File: src/cache_pkg.sv
// cache geometry and address types
`default_nettype none

package cache_pkg;

    localparam int ADDR_W   = 32;
    localparam int OFFSET_W = 4;   // 16-byte line
    localparam int INDEX_W  = 4;
    localparam int NUM_SETS = 1 << INDEX_W;
    localparam int TAG_W    = ADDR_W - INDEX_W - OFFSET_W;

    localparam int MAX_WAYS = 4;   // widest config the way field covers
    localparam int WAY_W    = $clog2(MAX_WAYS);

    typedef logic [TAG_W-1:0] tag_t;
    typedef logic [WAY_W-1:0] way_idx_t;

    typedef struct packed {
        tag_t                tag;
        logic [INDEX_W-1:0]  index;
        logic [OFFSET_W-1:0] offset;
    } cache_addr_t;

endpackage

`default_nettype wire

File: src/cpu_pkg.sv
// cpu lookup request and response
`default_nettype none

package cpu_pkg;

    typedef struct packed {
        logic                  valid;  // one-cycle lookup strobe
        cache_pkg::cache_addr_t addr;
    } lookup_req_t;

    // returned one cycle after the request
    typedef struct packed {
        logic                valid;
        logic                hit;
        cache_pkg::way_idx_t way;        // hit way, or filled way on a miss
        logic                evict;      // miss replaced a valid line
        cache_pkg::tag_t     victim_tag; // only meaningful with evict
    } lookup_resp_t;

endpackage

`default_nettype wire

File: src/cache_dir.sv
// cache tag directory top
`timescale 1ns/10ps
`default_nettype none

module cache_dir #(
    parameter int NUM_WAYS = 4 // 2 or 4
) (
    input  logic                  clk,
    input  logic                  rst_n,
    input  cpu_pkg::lookup_req_t  req,
    output cpu_pkg::lookup_resp_t resp
);

    import cache_pkg::*;

    logic [NUM_WAYS-1:0] hit_ways;
    logic [NUM_WAYS-1:0] valid_ways;
    tag_t                way_tags [NUM_WAYS];
    logic                fill;
    logic [INDEX_W-1:0]  fill_index;
    way_idx_t            fill_way;

    tag_array #(
        .NUM_WAYS (NUM_WAYS)
    ) u_tag_array (
        .clk        (clk),
        .rst_n      (rst_n),
        .index      (req.addr.index),
        .tag        (req.addr.tag),
        .fill       (fill),
        .fill_index (fill_index),
        .fill_way   (fill_way),
        .hit_ways   (hit_ways),
        .valid_ways (valid_ways),
        .way_tags   (way_tags)
    );

    lookup_ctrl #(
        .NUM_WAYS (NUM_WAYS)
    ) u_lookup_ctrl (
        .clk        (clk),
        .rst_n      (rst_n),
        .req        (req),
        .hit_ways   (hit_ways),
        .valid_ways (valid_ways),
        .way_tags   (way_tags),
        .fill       (fill),
        .fill_index (fill_index),
        .fill_way   (fill_way),
        .resp       (resp)
    );

endmodule

`default_nettype wire

File: src/lookup_ctrl.sv
// lookup control and replacement
`timescale 1ns/10ps
`default_nettype none

module lookup_ctrl #(
    parameter int NUM_WAYS = 4
) (
    input  logic                          clk,
    input  logic                          rst_n,
    input  cpu_pkg::lookup_req_t          req,
    input  logic [NUM_WAYS-1:0]           hit_ways,
    input  logic [NUM_WAYS-1:0]           valid_ways,
    input  cache_pkg::tag_t               way_tags [NUM_WAYS],
    output logic                          fill,
    output logic [cache_pkg::INDEX_W-1:0] fill_index,
    output cache_pkg::way_idx_t           fill_way,
    output cpu_pkg::lookup_resp_t         resp
);

    import cache_pkg::*;
    import cpu_pkg::*;

    way_idx_t            lru_set [NUM_SETS];
    logic                hit;
    way_idx_t            hit_way;
    way_idx_t            first_inv;
    way_idx_t            victim_way;
    logic                victim_valid;
    tag_t                victim_tag;
    logic [NUM_WAYS-1:0] access;
    lookup_resp_t        resp_d;

    assign hit = |hit_ways;

    always_comb begin
        hit_way   = '0;
        first_inv = '0;
        for (int w = 0; w < NUM_WAYS; w++) begin
            if (hit_ways[w]) begin
                hit_way = way_idx_t'(w);
            end
        end
        for (int w = NUM_WAYS - 1; w >= 0; w--) begin
            if (!valid_ways[w]) begin
                first_inv = way_idx_t'(w); // lowest invalid wins
            end
        end
        victim_way = (&valid_ways) ? lru_set[req.addr.index] : first_inv;

        victim_valid = 1'b0;
        victim_tag   = '0;
        for (int w = 0; w < NUM_WAYS; w++) begin
            if (victim_way == way_idx_t'(w)) begin
                victim_valid = valid_ways[w];
                victim_tag   = way_tags[w];
            end
        end
        access = hit ? hit_ways : NUM_WAYS'(1) << victim_way;
    end

    assign fill       = req.valid && !hit;
    assign fill_index = req.addr.index;
    assign fill_way   = victim_way;

    generate
        for (genvar s = 0; s < NUM_SETS; s++) begin : g_set
            plru #(
                .NUM_WAYS (NUM_WAYS)
            ) u_plru (
                .clk    (clk),
                .rst_n  (rst_n),
                .access (access),
                .update (req.valid && (req.addr.index == INDEX_W'(s))),
                .lru    (lru_set[s])
            );
        end
    endgenerate

    always_comb begin
        resp_d.valid      = req.valid;
        resp_d.hit        = hit;
        resp_d.way        = hit ? hit_way : victim_way;
        resp_d.evict      = !hit && victim_valid;
        resp_d.victim_tag = victim_tag;
    end

    always_ff @(posedge clk or negedge rst_n) begin
        if (!rst_n) begin
            resp <= '0;
        end else begin
            resp <= resp_d;
        end
    end

    // lru of a narrow config must never point past the last way
    a_fill_way_range: assert property (
        @(posedge clk) disable iff (!rst_n)
        fill |-> (int'(fill_way) < NUM_WAYS)
    );

endmodule

`default_nettype wire

File: src/plru.sv
// tree pseudo-lru for one set
`timescale 1ns/10ps
`default_nettype none

module plru #(
    parameter int NUM_WAYS = 4
) (
    input  logic                clk,
    input  logic                rst_n,
    input  logic [NUM_WAYS-1:0] access,
    input  logic                update,
    output cache_pkg::way_idx_t lru
);

    logic [NUM_WAYS-2:0] state_q;
    logic [NUM_WAYS-2:0] state_d;

    generate
        if (NUM_WAYS == 2) begin : g_two_way
            assign lru = {1'b0, state_q[0]};

            always_comb begin
                state_d    = state_q;
                state_d[0] = access[0]; // point away from the way just used
            end
        end else begin : g_four_way
            // top bit picks the half, bit 1 / bit 0 pick within it
            assign lru = state_q[2] ? {1'b1, state_q[0]} : {1'b0, state_q[1]};

            always_comb begin
                state_d = state_q;
                if (access[3]) begin
                    state_d[2] = 1'b0;
                    state_d[0] = 1'b0;
                end else if (access[2]) begin
                    state_d[2] = 1'b0;
                    state_d[0] = 1'b1;
                end else if (access[1]) begin
                    state_d[2] = 1'b1;
                    state_d[1] = 1'b0;
                end else if (access[0]) begin
                    state_d[2] = 1'b1;
                    state_d[1] = 1'b1;
                end
            end
        end
    endgenerate

    always_ff @(posedge clk or negedge rst_n) begin
        if (!rst_n) begin
            state_q <= '0;
        end else if (update) begin
            state_q <= state_d;
        end
    end

    // the controller must hand over exactly one way per update
    a_access_onehot: assert property (
        @(posedge clk) disable iff (!rst_n)
        update |-> $onehot(access)
    );

endmodule

`default_nettype wire

File: src/tag_array.sv
// tag and valid storage
`timescale 1ns/10ps
`default_nettype none

module tag_array #(
    parameter int NUM_WAYS = 4
) (
    input  logic                          clk,
    input  logic                          rst_n,
    input  logic [cache_pkg::INDEX_W-1:0] index,
    input  cache_pkg::tag_t               tag,
    input  logic                          fill,
    input  logic [cache_pkg::INDEX_W-1:0] fill_index,
    input  cache_pkg::way_idx_t           fill_way,
    output logic [NUM_WAYS-1:0]           hit_ways,
    output logic [NUM_WAYS-1:0]           valid_ways,
    output cache_pkg::tag_t               way_tags [NUM_WAYS]
);

    import cache_pkg::*;

    tag_t                tag_mem [NUM_SETS][NUM_WAYS];
    logic [NUM_WAYS-1:0] valid_q [NUM_SETS];

    // read side is fully combinational
    always_comb begin
        valid_ways = valid_q[index];
        for (int w = 0; w < NUM_WAYS; w++) begin
            way_tags[w] = tag_mem[index][w];
            hit_ways[w] = valid_q[index][w] && (tag_mem[index][w] == tag);
        end
    end

    always_ff @(posedge clk) begin
        if (fill) begin
            for (int w = 0; w < NUM_WAYS; w++) begin
                if (fill_way == way_idx_t'(w)) begin
                    tag_mem[fill_index][w] <= tag; // fill tag is the request tag
                end
            end
        end
    end

    always_ff @(posedge clk or negedge rst_n) begin
        if (!rst_n) begin
            for (int s = 0; s < NUM_SETS; s++) begin
                valid_q[s] <= '0;
            end
        end else if (fill) begin
            for (int w = 0; w < NUM_WAYS; w++) begin
                if (fill_way == way_idx_t'(w)) begin
                    valid_q[fill_index][w] <= 1'b1;
                end
            end
        end
    end

    // fills only go to a missing tag, so no tag lives twice in a set
    a_hit_onehot0: assert property (
        @(posedge clk) disable iff (!rst_n)
        $onehot0(hit_ways)
    );

endmodule

`default_nettype wire

File: config.mk
export PLATFORM = sky130hd
export DESIGN_NAME = cache_dir
export DESIGN_NICKNAME = d
export VERILOG_FILES = /design/src/cache_pkg.sv /design/src/cpu_pkg.sv /design/src/cache_dir.sv /design/src/lookup_ctrl.sv /design/src/plru.sv /design/src/tag_array.sv
export SDC_FILE = /design/constraint.sdc
export NUM_CORES = 2
export LEC_CHECK = 0
export BUFFER_PORTS_ARGS = -buffer_cell sky130_fd_sc_hd__buf_2
export CORE_MARGIN = 3
export CORE_UTILIZATION = 55
export CTS_CLUSTER_DIAMETER = 100
export CTS_CLUSTER_SIZE = 20
export DETAILED_ROUTE_END_ITERATION = 8
export GPL_ROUTABILITY_DRIVEN = 1
export PLACE_DENSITY = 0.76
export SKIP_LAST_GASP = 1
export SYNTH_ARGS = -nofsm -noshare
export SYNTH_HDL_FRONTEND = slang
export SYNTH_SLANG_ARGS = --single-unit
File: constraint.sdc
create_clock -name clk -period 12.1 [get_ports clk]
set_clock_uncertainty 0.2 [all_clocks]
set_input_delay 1.21 -clock clk [delete_from_list [all_inputs] [get_ports clk]]
set_output_delay 1.21 -clock clk [all_outputs]
set_load 0.005 [all_outputs]
==> flow_summary.json <==
{
  "status": "finished clean",
  "crit_arrival_ns": 6.86,
  "die_w_um": 360,
  "core_area_um2": 124000,
  "io_pins": 64,
  "wl_per_cell_um": 33.4,
  "grt_pass1_vias": 35400,
  "finalMaxSlewViolations": 0,
  "critical_path_class": "input port to register",
  "yosys_warnings": 0,
  "die_y_um": 360,
  "min_from": "u_tag_array.valid_q[59]",
  "worstHoldEndpoint": "u_tag_array.valid_q[59]",
  "nets": 3738,
  "synthToLayoutAreaGrowth_pct": 7.43,
  "end_kind": "register",
  "cts_tree": "built",
  "met3_length_mm": 20.8,
  "insertion_delay_ns": 0.73,
  "grt_first_pass_wirelength_mm": 259,
  "r2r-end": "u_tag_array.tag_mem[8][55]",
  "vdd_ir_drop_max_mv": 0.139,
  "postCtsSetupBuffers": 0,
  "r2r_start": "u_lookup_ctrl.g_set[8].u_plru.state_q[2]",
  "dieArea_um2": 129000,
  "drive_gt1_frac": 0.215,
  "grt_usage": 0.279,
  "grt_setup_unrepaired": "no",
  "period_needed_ns": 6.67,
  "syn_area_um2": 68800,
  "final_cell_mix": "1536 x edfxtp_1, 352 x mux4_2, 292 x mux2i_1",
  "port_buffers": 59,
  "yosysSeqAreaShare": 0.722,
  "synth.net_count": 3672,
  "finalHoldViolations": 0,
  "fin_crit_sh": 0.551,
  "syn_avg_cell_area_um2": 18.9,
  "overflow": 0,
  "cts.clk_slew.worst_paths_ns": 0.08,
  "whs_ns": 0.277,
  "synth_edf_count": 1536,
  "synth-seq-cells": 1677,
  "cts_root_buf": "clkbuf_16",
  "placed_cells": 5243,
  "r2r_setup_slack_ns": 6.78,
  "num_vias": 36200,
  "dpl_cell_area_um2": 71100,
  "yosys.area.top_type": "edfxtp_1",
  "synth_flop_cell": "edfxtp_1",
  "drt_first_iter_violations": 5765,
  "instances_no_fill": 5410,
  "antenna_found_initial": 9,
  "initial_core_util": 0.555,
  "synth_top_area_frac": 0.670,
  "dp_hpwl_mm": 109,
  "firstDrtPassIters": 6,
  "required_ns": 12.29,
  "p_leak_nw": 24.5,
  "critPathLaunch": "req[4]",
  "synth_area_leaders": "edfxtp_1 67%, mux4_2 12%, dfrtp_1 5.1%, mux2i_1 4.2%, nand2_1 1.0%",
  "p_per_area_nw_per_um2": 153,
  "wl_met1_mm": 68.2,
  "grt_max_degree": 103,
  "ff2ff_path_depth": 11,
  "cts.sinks": 1677,
  "ant_nets": 0,
  "synthArstFlopShare": 0.0841,
  "via_per_inst": 6.70,
  "cap_violations": 0,
  "fmax_ghz": 0.150,
  "place_congestion": 0.958,
  "synth.distinct_cells": 85,
  "postCtsHoldBufs": 0,
  "layout_commonest_cell": "edfxtp_1",
  "min_path_type": "register to register",
  "totalNegativeSetupSlack_ns": 0,
  "cts_max_path_buffers": 3,
  "dr.max_layer_used": "met5",
  "worstSetupStartpointType": "input port",
  "fin_area_um2": 73900,
  "num_rows": 129,
  "h-tree-depth": 3,
  "path_max_fanout": 55,
  "met2_length_mm": 82.9,
  "synthCells": 3637,
  "route.detailed.drc": 0,
  "drt-total-wl_mm": 181,
  "cts_resized": 0,
  "tightest_slew_ns": 1.32,
  "setup_violations": 0,
  "cts-buffers-inserted": 95,
  "whs_path_depth": 1,
  "slew-limit-headroom": 0.0975
}
worst max-delay path by stage:
stage,to,depth (start not counted)
3_5_place_dp,u_tag_array.tag_mem[8][59],14
6_report,u_tag_array.tag_mem[8][55],14
2_1_floorplan,u_tag_array.tag_mem[10][48],14
3_3_place_gp,u_tag_array.tag_mem[8][64],13
5_1_grt,u_tag_array.tag_mem[8][53],13
4_1_cts,u_tag_array.tag_mem[8][66],15
synthesized netlist by cell type, drive strengths merged (57+ instances only):
cell / instances
nor2: 130
o21ai: 57
a22oi: 67
nand2: 186
mux4: 352
o21bai: 81
edfxtp: 1536
dfrtp: 141
mux2i: 292
xnor2: 65
buf: 176
state kept, by name, summed over array words and instances (netlist names):
register,count
u_tag_array.valid_q,64
u_lookup_ctrl.g_set.u_plru.state_q,48
u_lookup_ctrl.resp,29
u_tag_array.tag_mem,1536
per-layer routing:
metal | vias up | global-route usage
li1 | 14700 | -
met1 | 18900 | 0.397
met2 | 2269 | 0.420
met3 | 420 | 0.0637
met4 | 4 | 0.119
met5 | - | 0
logic make-up after synthesis:
kind of cell    count (synthesis)  share of synthesized area
flops                        1677                      0.722
mux                           688                      0.165
simple gates                  453                     0.0307
compound gates                433                     0.0459
buf+inv                       275                     0.0227
xor+xnor                      111                     0.0141
worst max-delay path, stage by stage:
cell and delay, ns:
buf_8 0.43, buf_4 0.82, mux4_2 0.59, mux2i_1 0.47, xnor2_1 0.18, a2111oi_0 0.08, a31oi_1 0.20, nor3_1 0.08
and4bb_2 0.33, nor4_2 0.55, nand3_1 0.14, buf_4 0.31, nor2_2 0.79, buf_4 0.41
metrics by stage:
step / total power, mW / util / setup slack [ns]
global placement: 8.04 / 0.574 / 4.74
finish: 11.3 / 0.596 / 5.43
CTS: 11.3 / 0.596 / 5.53
detailed placement: 8.07 / 0.574 / 4.79
floorplan: 7.49 / - / 6.44
global route: 11.6 / 0.596 / 5.10
power breakdown:
part	switching, mW	internal (mW)	total [mW]
clock	1.81	1.52	3.33
sequential	0.104	6.52	6.62
combinational	0.883	0.468	1.35
cell type report:
| class | instances | area (µm²) |
|---|---|---|
| Multi-Input combinational cell | 1685 | 17800 |
| Fill cell | 8749 | 50000 |
| Antenna cell | 5 | 12.5 |
| Sequential cell | 1677 | 49700 |
| Timing Repair Buffer | 201 | 1490 |
| Inverter | 43 | 169 |
| Clock inverter | 10 | 163 |
| Clock buffer | 152 | 2610 |
| Tap cell | 1637 | 2050 |
Power figures use the tool's default switching activity.
